## src/hw/pkt_test_pkg.sv

```systemverilog
// shared types, address table and register map; LANES is a module parameter, 1 to 8 lanes
package pkt_test_pkg;

	//////////////////////////////////////////////////////////////////////
	// stream and control types

	// one lane of one cycle, sop and one-hot eop never share a beat
	typedef struct packed {
		logic sop;
		logic [7:0] eop;
		logic [63:0] data;
	} lane_beat_t;

	// generator controls, written through REG_CTRL and REG_SEED
	typedef struct packed {
		logic run;
		logic gap_en;
		logic cntr_payload;
		logic [31:0] seed;
	} gen_cfg_t;

	// counters read back by software
	typedef struct packed {
		logic [31:0] pkt_sent;
		logic [31:0] pkt_rcvd;
		logic [15:0] err_count;
	} stat_t;

	//////////////////////////////////////////////////////////////////////
	// packet contents

	// lane i uses entry i mod 5, highest index listed first
	localparam logic [4:0][47:0] DEST_ADDR = {
		48'h0200_5e10_00ff,
		48'h0a1b_2c3d_4e5f,
		48'hffff_ffff_ffff,
		48'h0200_5e10_0002,
		48'h0200_5e10_0001
	};

	// fixed last beat
	localparam logic [63:0] CABOOSE = "caboose.";

	// register map
	localparam logic [3:0] REG_CTRL = 4'd0;
	localparam logic [3:0] REG_SEED = 4'd1;
	localparam logic [3:0] REG_SENT = 4'd2;
	localparam logic [3:0] REG_RCVD = 4'd3;
	localparam logic [3:0] REG_ERR  = 4'd4;

	// number of set bits in up to 8 lane flags
	function automatic logic [3:0] count_ones(input logic [7:0] v);
		logic [3:0] n;
		n = '0;
		for (int i = 0; i < 8; i++)
			n += 4'(v[i]);
		return n;
	endfunction

endpackage

```

## src/hw/prbs_source.sv

```systemverilog
// free-running random bits, never stalled; a seed change reloads both LFSRs on the next edge
module prbs_source (
	input  logic        clk,
	input  logic        arst_n,
	input  logic [31:0] seed,
	output logic [31:0] rnd
);
	// two galois polynomials, second register seeded with a fixed xor
	localparam logic [31:0] POLY_A = 32'h04c1_1db7;
	localparam logic [31:0] POLY_B = 32'h8020_0003;
	localparam logic [31:0] B_MIX  = 32'h5a5a_5a5a;

	logic [31:0] lfsr_a;
	logic [31:0] lfsr_b;
	logic [31:0] cntr;
	logic [31:0] seed_q;

	always_ff @(posedge clk or negedge arst_n) begin
		if (!arst_n) begin
			lfsr_a <= '1;
			lfsr_b <= '1 ^ B_MIX;
			cntr   <= '0;
			seed_q <= '1;
			rnd    <= '0;
		end else begin
			cntr   <= cntr + 32'd1;
			seed_q <= seed;
			if (seed != seed_q) begin
				lfsr_a <= seed;
				lfsr_b <= seed ^ B_MIX;
			end else begin
				// counter bits disturb the feedback so an all zero state escapes
				lfsr_a <= {lfsr_a[30:0], 1'b0} ^ ((lfsr_a[31] ^ cntr[29]) ? POLY_A : '0);
				lfsr_b <= {lfsr_b[30:0], 1'b0} ^ ((lfsr_b[31] ^ cntr[27]) ? POLY_B : '0);
			end
			// mix rotated copies so neighbouring bits are less correlated
			rnd <= lfsr_a ^ {lfsr_b[15:0], lfsr_b[31:16]} ^ {cntr[7:0], cntr[31:8]};
		end
	end

endmodule

```

## src/hw/payload_filler.sv

```systemverilog
// last generator stage; expects framing already cleaned up, sop never inside an open packet
module payload_filler #(
	parameter int LANES = 2
) (
	input  logic                                  clk,
	input  logic                                  arst_n,
	input  logic                                  ena,
	input  logic [LANES-1:0]                      sop,
	input  logic [LANES-1:0][7:0]                 eop,
	input  logic                                  cntr_payload,
	input  logic [63:0]                           junk,
	input  logic                                  clear,
	output pkt_test_pkg::lane_beat_t [LANES-1:0]  beat
);
	logic [LANES-1:0]       sop_q;
	logic [LANES-1:0][7:0]  eop_q;
	logic [LANES-1:0][63:0] data_q;
	// open state ahead of each lane, top entry carried from last cycle
	logic [LANES:0]         open_c;
	logic                   open_q;

	always_comb begin
		open_c[LANES] = open_q;
		for (int i = LANES - 1; i >= 0; i--)
			open_c[i] = (|eop[i]) ? 1'b0 : (sop[i] | open_c[i+1]);
	end

	always_ff @(posedge clk or negedge arst_n) begin
		if (!arst_n) begin
			sop_q  <= '0;
			eop_q  <= '0;
			open_q <= 1'b0;
		end else if (ena) begin
			sop_q  <= sop;
			eop_q  <= eop;
			open_q <= open_c[0];
		end
	end

	for (genvar i = 0; i < LANES; i++) begin : g_lane
		// each lane sees the junk word rotated by its own byte offset
		localparam int ROT = (i * 8) % 64;
		logic [15:0] sernum;
		logic [15:0] ser_now;
		logic [63:0] pcntr;
		logic [63:0] cnt_now;
		logic        middle;

		// a clear restarts numbering with the beat loaded on that same edge
		assign ser_now = clear ? '0 : sernum;
		assign cnt_now = clear ? '0 : pcntr;
		assign middle  = open_c[i+1] & ~(|eop[i]);

		always_ff @(posedge clk or negedge arst_n) begin
			if (!arst_n) begin
				sernum <= '0;
				pcntr  <= '0;
			end else begin
				sernum <= (ena && sop[i]) ? ser_now + 16'd1 : ser_now;
				pcntr  <= (ena && middle && cntr_payload) ? cnt_now + 64'd1 : cnt_now;
			end
		end

		always_ff @(posedge clk) begin
			if (ena) begin
				if (sop[i])
					data_q[i] <= {pkt_test_pkg::DEST_ADDR[i % 5], ser_now};
				else if (|eop[i])
					data_q[i] <= pkt_test_pkg::CABOOSE;
				else if (middle && cntr_payload)
					data_q[i] <= cnt_now;
				else
					data_q[i] <= 64'({junk, junk} >> ROT);
			end
		end

		assign beat[i].sop  = sop_q[i];
		assign beat[i].eop  = eop_q[i];
		assign beat[i].data = data_q[i];
	end

endmodule

```

## src/hw/packet_gen.sv

```systemverilog
// random framed packets, min two beats; tx_ready low freezes everything but the random source
module packet_gen #(
	parameter int LANES = 2
) (
	input  logic                                  clk,
	input  logic                                  arst_n,
	input  pkt_test_pkg::gen_cfg_t                cfg,
	input  logic                                  clear,
	input  logic                                  tx_ready,
	output pkt_test_pkg::lane_beat_t [LANES-1:0]  tx_beat,
	output logic [31:0]                           pkt_sent
);
	logic [31:0] rnd;
	logic [63:0] junk;

	prbs_source prbs_i (
		.clk    (clk),
		.arst_n (arst_n),
		.seed   (cfg.seed),
		.rnd    (rnd)
	);

	assign junk = {rnd, ~{rnd[15:0], rnd[31:16]}};

	//////////////////////////////////////////////////////////////////////
	// per lane suggestions from the random word

	logic [LANES-1:0]      sop_sugg;
	logic [LANES-1:0][7:0] eop_sugg;
	logic [LANES-1:0]      nix_sugg;

	for (genvar i = 0; i < LANES; i++) begin : g_sugg
		localparam int ROT = (i * 9) % 32;
		logic [31:0] r;

		assign r = 32'({rnd, rnd} >> ROT);
		// start about one in eight lane beats
		assign sop_sugg[i] = &r[2:0];
		assign eop_sugg[i] = 8'b1 << r[5:3];
		// three in four end suggestions get blanked, packets grow longer
		assign nix_sugg[i] = |r[7:6];
	end

	//////////////////////////////////////////////////////////////////////
	// stage 0 to 2: capture, thin out, alternation fix-up

	logic [LANES-1:0]      sop0, sop1, sop2;
	logic [LANES-1:0][7:0] eop0, eop1, eop2;
	logic [LANES-1:0]      nix0;
	// open state ahead of each lane, highest lane first in time
	logic [LANES:0]        open_c;
	logic                  open_q;

	always_comb begin
		open_c[LANES] = open_q;
		for (int i = LANES - 1; i >= 0; i--) begin
			if (open_c[i+1])
				open_c[i] = ~(|eop1[i]);
			else
				open_c[i] = sop1[i];
		end
	end

	always_ff @(posedge clk or negedge arst_n) begin
		if (!arst_n) begin
			sop0   <= '0;
			eop0   <= '0;
			nix0   <= '0;
			sop1   <= '0;
			eop1   <= '0;
			sop2   <= '0;
			eop2   <= '0;
			open_q <= 1'b0;
		end else if (tx_ready) begin
			// stage 0, run only gates starts so open packets still close
			sop0 <= cfg.run ? sop_sugg : '0;
			eop0 <= eop_sugg;
			nix0 <= nix_sugg;
			// stage 1, gap mode empties the cycle after any start
			sop1 <= (cfg.gap_en && (|sop1)) ? '0 : sop0;
			for (int i = 0; i < LANES; i++)
				eop1[i] <= nix0[i] ? 8'h00 : eop0[i];
			// stage 2, drop starts inside a packet and ends outside one
			for (int i = 0; i < LANES; i++) begin
				sop2[i] <= sop1[i] & ~open_c[i+1];
				eop2[i] <= open_c[i+1] ? eop1[i] : 8'h00;
			end
			open_q <= open_c[0];
		end
	end

	//////////////////////////////////////////////////////////////////////
	// stage 3: payload, then the sent counter on accepted beats

	payload_filler #(
		.LANES (LANES)
	) filler_i (
		.clk          (clk),
		.arst_n       (arst_n),
		.ena          (tx_ready),
		.sop          (sop2),
		.eop          (eop2),
		.cntr_payload (cfg.cntr_payload),
		.junk         (junk),
		.clear        (clear),
		.beat         (tx_beat)
	);

	logic [LANES-1:0] tx_sop;

	for (genvar i = 0; i < LANES; i++) begin : g_tx_sop
		assign tx_sop[i] = tx_beat[i].sop;
	end

	always_ff @(posedge clk or negedge arst_n) begin
		if (!arst_n)
			pkt_sent <= '0;
		else if (clear)
			pkt_sent <= '0;
		else if (tx_ready)
			pkt_sent <= pkt_sent + 32'(pkt_test_pkg::count_ones(8'(tx_sop)));
	end

endmodule

```

## src/hw/packet_check.sv

```systemverilog
// receive checker; counters lag the taken beat by one cycle and wrap without saturation
module packet_check #(
	parameter int LANES = 2
) (
	input  logic                                  clk,
	input  logic                                  arst_n,
	input  pkt_test_pkg::lane_beat_t [LANES-1:0]  rx_beat,
	input  logic                                  rx_valid,
	input  logic                                  clear,
	output logic [31:0]                           pkt_rcvd,
	output logic [15:0]                           err_count
);
	logic [LANES-1:0] sop_v;
	logic [LANES-1:0] bad;
	// flags of the beat taken last edge, summed into the counters
	logic [LANES-1:0] sop_q;
	logic [LANES-1:0] err_q;
	logic [LANES:0]   open_c;
	logic             open_q;

	// framing walk, high lane first
	always_comb begin
		open_c[LANES] = open_q;
		for (int i = LANES - 1; i >= 0; i--) begin
			if (|rx_beat[i].eop)
				open_c[i] = 1'b0;
			else if (rx_beat[i].sop)
				open_c[i] = 1'b1;
			else
				open_c[i] = open_c[i+1];
		end
	end

	for (genvar i = 0; i < LANES; i++) begin : g_lane
		logic [7:0]  e;
		logic [63:0] d;
		logic        one_hot;
		logic        hdr_bad;
		logic        tail_bad;
		logic [15:0] exp_ser;

		assign e       = rx_beat[i].eop;
		assign d       = rx_beat[i].data;
		assign sop_v[i] = rx_beat[i].sop;
		assign one_hot = (e != 8'h00) && ((e & (e - 8'd1)) == 8'h00);

		// address and serial number of a first beat
		assign hdr_bad = sop_v[i] &&
			((d[63:16] != pkt_test_pkg::DEST_ADDR[i % 5]) || (d[15:0] != exp_ser));
		// last beat needs an open packet, a clean marker and the trailer
		assign tail_bad = (e != 8'h00) &&
			(!one_hot || !open_c[i+1] || (d != pkt_test_pkg::CABOOSE));
		// several faults in one lane beat still make one error
		assign bad[i] = (sop_v[i] && open_c[i+1]) || hdr_bad || tail_bad;

		// resync on every start, right or wrong
		always_ff @(posedge clk or negedge arst_n) begin
			if (!arst_n)
				exp_ser <= '0;
			else if (clear)
				exp_ser <= '0;
			else if (rx_valid && sop_v[i])
				exp_ser <= d[15:0] + 16'd1;
		end
	end

	always_ff @(posedge clk or negedge arst_n) begin
		if (!arst_n) begin
			open_q    <= 1'b0;
			sop_q     <= '0;
			err_q     <= '0;
			pkt_rcvd  <= '0;
			err_count <= '0;
		end else begin
			if (rx_valid)
				open_q <= open_c[0];
			if (clear) begin
				sop_q     <= '0;
				err_q     <= '0;
				pkt_rcvd  <= '0;
				err_count <= '0;
			end else begin
				sop_q     <= rx_valid ? sop_v : '0;
				err_q     <= rx_valid ? bad : '0;
				pkt_rcvd  <= pkt_rcvd + 32'(pkt_test_pkg::count_ones(8'(sop_q)));
				err_count <= err_count + 16'(pkt_test_pkg::count_ones(8'(err_q)));
			end
		end
	end

endmodule

```

## src/hw/pkt_test_csr.sv

```systemverilog
// register block; clear is a combinational pulse for the cycle of a REG_ERR write
module pkt_test_csr (
	input  logic                   clk,
	input  logic                   arst_n,
	input  logic                   reg_wr,
	input  logic                   reg_rd,
	input  logic [3:0]             reg_addr,
	input  logic [31:0]            reg_wdata,
	output logic [31:0]            reg_rdata,
	input  pkt_test_pkg::stat_t    stat,
	output pkt_test_pkg::gen_cfg_t cfg,
	output logic                   clear
);
	logic [31:0] rd_mux;

	//////////////////////////////////////////////////////////////////////
	// write side

	always_ff @(posedge clk or negedge arst_n) begin
		if (!arst_n) begin
			cfg.run          <= 1'b0;
			cfg.gap_en       <= 1'b0;
			cfg.cntr_payload <= 1'b0;
			cfg.seed         <= '1;
		end else if (reg_wr) begin
			case (reg_addr)
				// bit 0 run, bit 1 gap, bit 2 counter payload
				pkt_test_pkg::REG_CTRL: begin
					cfg.run          <= reg_wdata[0];
					cfg.gap_en       <= reg_wdata[1];
					cfg.cntr_payload <= reg_wdata[2];
				end
				pkt_test_pkg::REG_SEED: cfg.seed <= reg_wdata;
				default: ;
			endcase
		end
	end

	// counters clear on the same edge that samples the write
	assign clear = reg_wr && (reg_addr == pkt_test_pkg::REG_ERR);

	//////////////////////////////////////////////////////////////////////
	// read side, data held until the next read

	always_comb begin
		case (reg_addr)
			pkt_test_pkg::REG_CTRL: rd_mux = {29'd0, cfg.cntr_payload, cfg.gap_en, cfg.run};
			pkt_test_pkg::REG_SEED: rd_mux = cfg.seed;
			pkt_test_pkg::REG_SENT: rd_mux = stat.pkt_sent;
			pkt_test_pkg::REG_RCVD: rd_mux = stat.pkt_rcvd;
			pkt_test_pkg::REG_ERR:  rd_mux = {16'd0, stat.err_count};
			default:                rd_mux = 32'd0;
		endcase
	end

	always_ff @(posedge clk or negedge arst_n) begin
		if (!arst_n)
			reg_rdata <= '0;
		else if (reg_rd)
			reg_rdata <= rd_mux;
	end

endmodule

```

## src/hw/pkt_test_top.sv

```systemverilog
// tester top; tx and rx are independent streams, loop them outside for a self test
module pkt_test_top #(
	parameter int LANES = 2
) (
	input  logic                                  clk,
	input  logic                                  arst_n,
	// register port
	input  logic                                  reg_wr,
	input  logic                                  reg_rd,
	input  logic [3:0]                            reg_addr,
	input  logic [31:0]                           reg_wdata,
	output logic [31:0]                           reg_rdata,
	// stream ports
	output pkt_test_pkg::lane_beat_t [LANES-1:0]  tx_beat,
	input  logic                                  tx_ready,
	input  pkt_test_pkg::lane_beat_t [LANES-1:0]  rx_beat,
	input  logic                                  rx_valid
);
	pkt_test_pkg::gen_cfg_t cfg;
	logic                   clear;
	logic [31:0]            pkt_sent;
	logic [31:0]            pkt_rcvd;
	logic [15:0]            err_count;
	// counters gathered for the read mux
	wire pkt_test_pkg::stat_t stat = {pkt_sent, pkt_rcvd, err_count};

	pkt_test_csr csr_i (
		.clk       (clk),
		.arst_n    (arst_n),
		.reg_wr    (reg_wr),
		.reg_rd    (reg_rd),
		.reg_addr  (reg_addr),
		.reg_wdata (reg_wdata),
		.reg_rdata (reg_rdata),
		.stat      (stat),
		.cfg       (cfg),
		.clear     (clear)
	);

	packet_gen #(.LANES(LANES)) gen_i (
		.clk      (clk),
		.arst_n   (arst_n),
		.cfg      (cfg),
		.clear    (clear),
		.tx_ready (tx_ready),
		.tx_beat  (tx_beat),
		.pkt_sent (pkt_sent)
	);

	packet_check #(.LANES(LANES)) check_i (
		.clk       (clk),
		.arst_n    (arst_n),
		.rx_beat   (rx_beat),
		.rx_valid  (rx_valid),
		.clear     (clear),
		.pkt_rcvd  (pkt_rcvd),
		.err_count (err_count)
	);

endmodule

```

## config.mk

```make
export PLATFORM = sky130hd
export DESIGN_NAME = pkt_test_top
export DESIGN_NICKNAME = d
export VERILOG_FILES = /design/src/hw/pkt_test_pkg.sv /design/src/hw/prbs_source.sv /design/src/hw/payload_filler.sv /design/src/hw/packet_gen.sv /design/src/hw/packet_check.sv /design/src/hw/pkt_test_csr.sv /design/src/hw/pkt_test_top.sv
export SDC_FILE = /design/constraint.sdc
export NUM_CORES = 1
export LEC_CHECK = 0
export BUFFER_PORTS_ARGS = -buffer_cell sky130_fd_sc_hd__buf_2
export CAP_MARGIN = 0
export CORE_MARGIN = 2
export CORE_UTILIZATION = 35
export CTS_BUF_LIST = sky130_fd_sc_hd__clkbuf_2
export DETAILED_ROUTE_END_ITERATION = 10
export HOLD_SLACK_MARGIN = 0.06
export PLACE_DENSITY = 0.62
export SLEW_MARGIN = 20
export SYNTH_ARGS = -nofsm -noshare
export SYNTH_HDL_FRONTEND = slang
export SYNTH_SLANG_ARGS = --single-unit
```

## constraint.sdc

```tcl
create_clock -name clk -period 7.6 [get_ports clk]
set_clock_uncertainty 0.2 [all_clocks]
set_input_delay 1.14 -clock clk [delete_from_list [all_inputs] [get_ports clk]]
set_output_delay 1.14 -clock clk [all_outputs]
set_load 0.05 [all_outputs]
```

# == Yosys cells after proc, flatten, opt, wreduce, memory -nomap -nowiden ==
# Index checks and enable logic that the tools add are counted.
# W data, S select, Z words.
# totals
word_cells,195
output_inout_bits,178
romBits,0
mem_bits_rw,0
regBits,708
n_memories,0
input_bits,188
latch_bits,0
# op_classes
div_mod_pow,0
n_addsub,15
eq_ne,11
muxes,45
n_bitwise,22
magnitude_cmp,0
multipliers,0
n_reduce_logical,57
shifts,2
# op_table
operator,n
$mux W64,6
$mux W32,6
$mux W16,11
$pmux W32 S5,1
$add A64 B1 Y64 const B,2
$ne A64 B63 Y1 const B,2
$mux W63,2
$ne A48 B42 Y1 const B,2
$xor A32 B32 Y32,3
$add A16 B1 Y16 const B,4
$add A32 B4 Y32,2
$reduce_or A8 Y1,6
$add A32 B1 Y32 const B,1
$mux W8,4
$ne A16 B16 Y1,2
$ne A32 B32 Y1,1
$not A32 Y32,1
$xor A32 B27 Y32,1
$mux W27,1
$logic_and A1 B1 Y1,20
$reduce_or A9 Y1,2
$add A16 B4 Y16,1
$and A8 B8 Y8,2
$logic_not A8 Y1,2
other kinds (21),67

# == Logic depth before layout (Yosys ltp) ==
# Gate-level depths: netlist of run 1.
# depth
depth_word,11
depth_mapped,13
ltp_nobuf,10

# == Cells and area by module ==
# From an unflattened synthesis of run 1, not the netlist that was laid out.
# unflattened
cells_unflattened,3387
area_unflattened_um2,35979.5
# modules_own_cells
module,cells_each,seq_area_each_um2,n_inst,area_per_inst_um2
payload_filler,1632,8323.0,1,16303.1
prbs_source,454,4103.9,1,6824.0
packet_check,577,2127.0,1,5191.2
packet_gen,438,2227.1,1,4139.0
pkt_test_csr,286,1716.6,1,3522.1

# == Least setup slack after synthesis of run 1 ==
# Ideal clock, no wire load.
# synth_path
path_type,in2reg
start,input port reg_addr[2]
end,register gen_i.filler_i.g_lane[1].pcntr[54]
required_time_ps,7322
arrival_ps,3800
path_buffers,4
stages,13
path_slack_ps,3522
setup_time_ps,78
cell_sequence,nor4b_1 -> buf_2 -> nand2_1 -> clkbuf_1 -> clkbuf_1 -> and2_1 -> ha_1 -> nand4_1 -> nor4_1 -> nand4_1 -> clkbuf_1 -> or4_1 -> a21oi_1
# synth_between
elab_chain_cells,5
# synth_lines
item,line_no,source
"start, declared",pkt_test_top.sv:10,"input logic [3:0] reg_addr,"
$eq A4 B3 Y1 *,pkt_test_csr.sv:40,assign clear = reg_wr && (reg_addr == pkt_test_pkg::REG_ERR);
$logic_and A1 B1 Y1 *,pkt_test_csr.sv:40,
$mux W64 *,payload_filler.sv:51,assign cnt_now = clear ? '0 : pcntr;
$add A64 B1 Y64,payload_filler.sv:60,pcntr <= (ena && middle && cntr_payload) ? cnt_now + 64'd1 : cnt_now;
$mux W64 *,payload_filler.sv:60,
"end signal, assigned",payload_filler.sv:60,
"end, declared",payload_filler.sv:45,logic [63:0] pcntr;
# Every way passes the cells marked *; elsewhere a longest branch is shown, timed or not.
# A chain may end at the register's enable or synchronous reset.

# == Final worst setup path of run 1 ==
# layout_path
start,input port reg_addr[2]
end,register gen_i.filler_i.g_lane[1].pcntr[41]
# The elaborated chain is that of the path after synthesis.

==> results of run 1 <==
per-stage QoR:
stage	hold slack, ns	instances	setup slack (ns)
global placement	0.214	4889	2.88
global route	0.121	5390	3.32
floorplan	0.178	3380	3.52
finish	0.140	5390	3.61
detailed placement	0.214	4889	2.82
CTS	0.0707	5381	3.70
metal layers:
| layer | track usage [%] | part of all wire (%) | vias to the layer above |
|---|---|---|---|
| met1 | 28.5 | 42 | 14400 |
| met4 | 10.5 | 4.3 | 6 |
| met5 | 0 | 0.026 | - |
| li1 | - | - | 13500 |
| met3 | 5.33 | 7.7 | 263 |
| met2 | 35.2 | 46 | 1240 |
power by group through the flow:
| stage | clock [mW] | sequential [mW] | combinational, mW |
|---|---|---|---|
| after floorplan | 0 | 6.40 | 1.59 |
| after global placement | 0 | 5.83 | 3.79 |
| after detailed placement | 0 | 5.83 | 3.83 |
| after CTS | 2.92 | 5.75 | 3.92 |
| after global routing | 3.12 | 5.83 | 4.19 |
| final | 2.81 | 5.77 | 3.94 |
Yosys cell counts, types with 17 or more instances:
master | instances | area share (%)
a21oi_1 | 172 | 2.5
a222oi_1 | 29 | 0.84
a31oi_1 | 50 | 0.90
and2_1 | 20 | 0.36
and3_1 | 31 | 0.56
and4_1 | 18 | 0.45
buf_1 | 23 | 0.25
clkbuf_1 | 145 | 1.6
dfrtp_1 | 468 | 34
dfstp_2 | 112 | 8.5
edfxtp_1 | 128 | 11
ha_1 | 18 | 0.65
inv_1 | 157 | 1.7
mux2_2 | 110 | 3.6
mux2i_1 | 37 | 1.1
nand2_1 | 304 | 3.3
nand2b_1 | 21 | 0.38
nand3_1 | 187 | 2.7
nand3b_1 | 19 | 0.41
nand4_1 | 136 | 2.4
nor2_1 | 234 | 2.5
nor3_1 | 51 | 0.73
nor4_1 | 94 | 1.7
nor4b_1 | 17 | 0.43
o21ai_0 | 117 | 1.7
o22ai_1 | 53 | 0.95
o31ai_1 | 41 | 0.89
or3_1 | 32 | 0.58
or4_1 | 50 | 1.1
xnor2_1 | 227 | 5.7
xor2_1 | 122 | 3.1
sequential cells by signal (all words and copies together) (netlist names), 32 cells and up:
signal,cells
csr_i.cfg,35
check_i.g_lane.exp_ser,32
gen_i.pkt_sent,32
csr_i.reg_rdata,32
gen_i.prbs_i.lfsr_a,32
gen_i.filler_i.g_lane.sernum,32
gen_i.filler_i.g_lane.pcntr,128
check_i.pkt_rcvd,32
gen_i.prbs_i.seed_q,32
gen_i.prbs_i.lfsr_b,32
gen_i.filler_i.beat,144
gen_i.prbs_i.cntr,32
gen_i.prbs_i.rnd,32
path summary, 6_finish.rpt:
path,start,to,slack (ns),depth (start not counted)
min reg2reg,csr_i.cfg[21]$_DFFE_PN1P_,gen_i.prbs_i.seed_q[21]$_DFF_PN1_,0.14,0
min,csr_i.cfg[21]$_DFFE_PN1P_,gen_i.prbs_i.seed_q[21]$_DFF_PN1_,0.14,0
max reg2reg,gen_i.eop2[9]$_DFFE_PN0P_,gen_i.filler_i.beat[13]$_DFFE_PP_,3.64,6
max,reg_addr[2],gen_i.filler_i.g_lane[1].pcntr[41]$_DFF_PN0_,3.61,9
min in group asynchronous,arst_n,check_i.pkt_rcvd[13]$_DFF_PN0_,0.64,3
max in group asynchronous,arst_n,gen_i.filler_i.g_lane[0].pcntr[26]$_DFF_PN0_,5.04,4
cell families (layout without fill, tap and decap cells):
family,Yosys count,after routing,synth area share [%]
mux,147,147,4.63
compound gates,560,560,10.1
simple gates,1255,1255,18.7
other cells,0,8,0
flops,708,708,53.2
fa+ha+maj,23,23,0.878
xor+xnor,349,349,8.79
buf+inv,338,1053,3.72
area by class of cell:
class	count	area, um^2
fill	9714	57100
sequential	708	18500
multi-input combinational	2334	15100
timing repair buffer	553	3670
tap	1287	1610
clock buffer	268	1340
inverter	157	589
clock inverter	75	455
antenna	8	20.0
==> flow_summary_export.csv, run 1 <==
group,metric,value,unit
layout,layout_common_cells,"dfrtp_1, buf_2, nand2_1",
pwr,power,12.5,mW
setup_path,arrival,5.15,ns
clock_tree,htreeDepth,4,
pwr,power_frac_clock,22.4,%
floorplanning,fp.dieH,319,um
pwr,seqPwrFrac,46.1,%
timing,relSlewSlack,25.4,%
floorplanning,io_pins,366,
setup_path,startpoint_type,"primary input",
yosys,synth_seq_area_share,53.2,%
pwr,p_comb_share,31.5,%
setup_path,worstPathCellList,"dlygate4sd3_1 -> buf_2 -> nor4b_2 -> buf_4 -> buf_4 -> a211oi_2 -> nand4_1 -> or4_1 -> a21oi_1",
clock_tree,cts_setup_buffers,0,
yosys,synth_cells,3380,
pwr,p_sw,5.37,mW
pwr,internal_power,7.15,mW
setup_path,cp_common_cell,"buf_4",
routing,drt_wl_total,115,mm
setup_path,endpoint_kind,"flop",
timing,tns,0,ns
clock_tree,cts_resized,0,
placed_design,io_buffers,365,
pwr,peakVddDrop,180,uV
setup_path,critPathKind,"primary input to flop",
yosys,synth_area,34800,um^2
placed_design,post-dp-hpwl,79.4,mm
floorplanning,fp.dieW,319,um
yosys,synth_flop_cell,"dfrtp_1",
clock_tree,clkTransAtPathRegs,0.12,ns
layout,area_growth_syn_to_layout,18.7,%
yosys,synth-edff-count,128,
grt,grt_max_degree,153,
timing,worstMarginPinSlew,1.12,ns
clock_tree,cts_root_buf,"clkbuf_2",
grt,grt_usage,22.2,%
floorplanning,die_area,102000,um^2
routing,dr.pass1.iters,8,
setup_path,crit_required,8.76,ns
clock_tree,hold_buffers,149,
placed_design,dpl-instance-area,37900,um^2
layout,design_area,41300,um^2
clock_tree,clk-insertion-delay-late,1.50,ns
layout,fin_util,41.9,%
timing,timing.final.crit_share,52.5,%
grt,overflow,0,
setup_path,critical-path-top-delay-family,"simple AND/OR/NAND/NOR gates",
routing,drc,0,
yosys,synth_nets,3589,
layout,drive_gt1_share,23.7,%
routing,wl_per_cell,21.3,um
placed_design,gp_congestion,0.952,
yosys,synth-seq-cells,708,
yosys,synth_warnings,0,
yosys,synth_cell_types,73,
pwr,p_leak,16.9,nW
pwr,swShare,42.9,%
layout,layout.nets,4151,
run,maxCapViolations,0,
timing,drv_slew,0,
floorplanning,start_util,35.3,%
floorplanning,rows,115,
hold_path,hold_class,"flop to flop",
routing,drtIter0Drc,2729,
routing,num_vias,29400,
clock_tree,cts_made_buffers,188,
floorplanning,core_area,98400,um^2
pwr,pwr_density_cell,303,nW/um^2
timing,setup_viol,0,
timing,hold_viol,0,
grt,grt_antenna_before_repair,13,
setup_path,critPathBufInv,4,
outcome,status,"complete, no violations",
timing,rsz0062_at_grt,"false",
setup_path,critPathMaxFanout,38,
grt,grt_pass1_vias,29100,
yosys,syn_avg_cell_area,10.3,um^2
setup_path,slowest_stage,"nand4_1",
timing,max_freq,251,MHz
clock_tree,cts_tree,"yes",
routing,viasPerCell,5.45,
grt,grt_pass1_wl,175,mm
timing,finalCriticalPeriod,3.99,ns
clock_tree,numClockSinks,708,
setup_path,max_stage_delay,0.96,ns
clock_tree,clk_path_buf_depth,3,
yosys,async_reset_ff_share,81.9,%
layout,layout_commonest_cell,"dfrtp_1",
routing,ant_nets,0,
No activity file was read; power rests on OpenSTA's default activity.
==> inputs of run 2 (changes only) <==
ABC_AREA = 1   (was unset)
clock period = 3.9 ns   (was 7.6 ns; I/O delays follow)
==> run 2 against run 1 <==
Compared with the run above:
- via count is 12% higher
- area after synthesis is 3.1% higher
- worst setup slack worse by 3.6 ns
- wire length increased by 6.5%
- total power increased by 88%
- hold slack worse by 0.037 ns
- register-to-register slack worse by 3.5 ns
- sequential share of layout area shrank 3.0 points
- sequential cell count is the same
- core utilization up 1.6 points
- critical endpoint is now check_i.g_lane[0].exp_ser[3]$_DFFE_PN0P_
==> flow_summary_export.csv, run 2 <==
group,metric,value,unit
outcome,status,"complete, no violations",
yosys,yosysTopAreaCell,"dfrtp_1",
setup_path,critical-path-top-delay-family,"buffers and inverters",
yosys,synth_top_area_share,32.7,%
yosys,synthTopCellsByArea,"dfrtp_1, nand2_1, edfxtp_1",
floorplanning,die_area,105000,um^2
run,maxCapViolations,0,
floorplanning,fp.dieW,324,um
yosys,synth_nets,4439,
layout,layout.nets,5226,
timing,timing.final.crit_share,99.6,%
yosys,syn_avg_cell_area,8.47,um^2
setup_path,arrival,4.99,ns
setup_path,startpoint_type,"primary input",
layout,fill_cells,10200,
routing,dr.pass1.iters,6,
floorplanning,io_pins,366,
timing,relSlewSlack,24.6,%
pwr,pwr_density_cell,533,nW/um^2
layout,area_growth_syn_to_layout,23.4,%
clock_tree,clkTransAtPathRegs,0.10,ns
layout,layout_common_cells,"nand2_1, dfrtp_1, inv_1",
layout,drive_gt1_share,18.7,%
timing,finalCriticalPeriod,3.88,ns
setup_path,critPathKind,"primary input to flop",
routing,ant_nets,0,
yosys,synth-edff-count,128,
clock_tree,numClockSinks,708,
timing,worstMarginPinSlew,1.12,ns
clock_tree,clk_path_buf_depth,3,
placed_design,io_buffers,365,
routing,wl_per_cell,18.6,um
timing,drv_slew,0,
placed_design,post-dp-hpwl,90.3,mm
timing,setup_viol,0,
clock_tree,cts_root_buf,"clkbuf_2",
setup_path,endpoint_kind,"flop",
setup_path,critPathMaxFanout,79,
yosys,yosysMostFrequentCell,"nand2_1",
routing,num_vias,32900,
placed_design,gp_congestion,1.01,
routing,drtIter0Drc,2754,
floorplanning,core_area,102000,um^2
grt,grt_usage,23.3,%
yosys,yosys-top-cells-count,"nand2_1, dfrtp_1, inv_1",
setup_path,slowest_stage,"dlygate4sd3_1",
setup_path,critPathBufInv,7,
routing,drt_wl_total,122,mm
clock_tree,htreeDepth,4,
clock_tree,cts_made_buffers,187,
yosys,synth_flop_cell,"dfrtp_1",
grt,grt_antenna_before_repair,3,
timing,rsz0062_at_grt,"false",
timing,hold_viol,0,
yosys,synth_area,35800,um^2
routing,drc,0,
grt,grt_pass1_wl,187,mm
yosys,synth_cell_types,56,
clock_tree,clk-insertion-delay-late,1.48,ns
grt,grt_pass1_vias,32700,
yosys,synth_cells,4230,
floorplanning,start_util,35.3,%
clock_tree,cts_tree,"yes",
grt,overflow,0,
layout,largest_reg_flops,144,
hold_path,hold_class,"flop to flop",
pwr,p_leak,20.7,nW
floorplanning,rows,117,
setup_path,crit_required,5.01,ns
timing,tns,0,ns
yosys,synth-seq-cells,708,
layout,layout_commonest_cell,"nand2_1",
pwr,peakVddDrop,464,uV
yosys,synth_seq_area_share,51.6,%
setup_path,max_stage_delay,0.69,ns
routing,viasPerCell,5.03,
setup_path,worstPathCellList,"dlygate4sd3_1 -> buf_2 -> dlygate4sd3_1 -> nor2_2 -> dlygate4sd3_1 -> nand3_4 -> buf_12 -> nand2_2 -> a21oi_1 -> dlygate4sd3_1 -> a32o_1 -> dlygate4sd3_1",
pwr,power,23.6,mW
yosys,async_reset_ff_share,81.9,%
yosys,synth_warnings,0,
timing,max_freq,257,MHz
setup_path,cp_common_cell,"dlygate4sd3_1",
floorplanning,fp.dieH,324,um
grt,grt_max_degree,90,
-- run 2: cell count changes in the layout (fill, tap and decap cells not counted), sizes merged, moves of 51 or more --
cell         delta
o21ai         +101
nand2         +735
or4            -51
inv           +312
xnor2         -107
nor2          +213
dlygate4sd3   +154
nand3         +113
mux2           -89
nor4           -65
-- run 2: final cells by class --
type,count,area [um^2],share of cell area (%)
timing repair buffer,725,5440,12.3
sequential,708,18500,41.8
tap,1368,1710,3.87
clock buffer,283,1420,3.20
antenna,6,15.0,0.0340
inverter,475,1780,4.03
clock inverter,61,355,0.804
multi-input combinational,2920,15000,33.9
-- run 2: routing by layer --
| layer | routed length (um) | global-route usage, % |
|---|---|---|
| met1 | 50100 | 29.4 |
| met2 | 58200 | 38.6 |
| met3 | 8260 | 4.26 |
| met4 | 5400 | 10.7 |
| met5 | 10 | 0 |
-- run 2: path summary, 6_finish.rpt --
kind	from	cells after the start	to	slack, ns
setup / recovery	reg_addr[1]	12	check_i.g_lane[0].exp_ser[3]$_DFFE_PN0P_	0.02
hold / removal	csr_i.cfg[10]$_DFFE_PN1P_	0	gen_i.prbs_i.seed_q[10]$_DFF_PN1_	0.10
setup reg to reg	check_i.g_lane[0].exp_ser[13]$_DFFE_PN0P_	12	check_i.err_q[0]$_DFF_PN0_	0.14
hold reg to reg	csr_i.cfg[10]$_DFFE_PN1P_	0	gen_i.prbs_i.seed_q[10]$_DFF_PN1_	0.10
max in group asynchronous	arst_n	6	csr_i.cfg[10]$_DFFE_PN1P_	1.81
min in group asynchronous	arst_n	5	gen_i.eop1[11]$_DFFE_PN0P_	0.71
-- run 2: cell families after synthesis --
| logic type | after synthesis | synth area share (%) |
|---|---|---|
| xor gates and xnor gates | 268 | 6.55 |
| and+or+nand+nor | 2069 | 25.2 |
| DFF | 708 | 51.6 |
| AOI/OAI and AO/OA | 541 | 8.60 |
| muxes | 21 | 0.660 |
| buffers and inverters | 602 | 6.62 |
| adders and majority gates | 21 | 0.796 |
-- run 2: metrics by stage --
step | setup slack, ns | hold WS [ns] | instance area (um^2) | util, % | instances
CTS | 0.0439 | 0.0751 | 44200 | 43.5 | 6540
global placement | 0.616 | 0.163 | 39300 | 38.7 | 5892
finish | 0.0164 | 0.103 | 44200 | 43.5 | 6546
floorplan | 0.818 | 0.0894 | 35800 | - | 4230
global route | 0.0213 | 0.144 | 44200 | 43.5 | 6543
detailed placement | 0.571 | 0.164 | 39300 | 38.7 | 5892
-- run 2: timing repair --
action                                 4_1_cts  5_1_grt
endpoints found under the hold margin     1115        0
hold buffers                               304        0
resized for setup                            0        4
setup buffers                                0        0
setup endpoints to repair                    0        5
-- run 2: power by group --
| part | internal [mW] | total [mW] | switching [mW] |
|---|---|---|---|
| clock network | 2.16 | 5.42 | 3.26 |
| registers | 9.34 | 10.5 | 1.15 |
| logic | 2.15 | 7.66 | 5.51 |
| total | 13.7 | 23.6 | 9.92 |
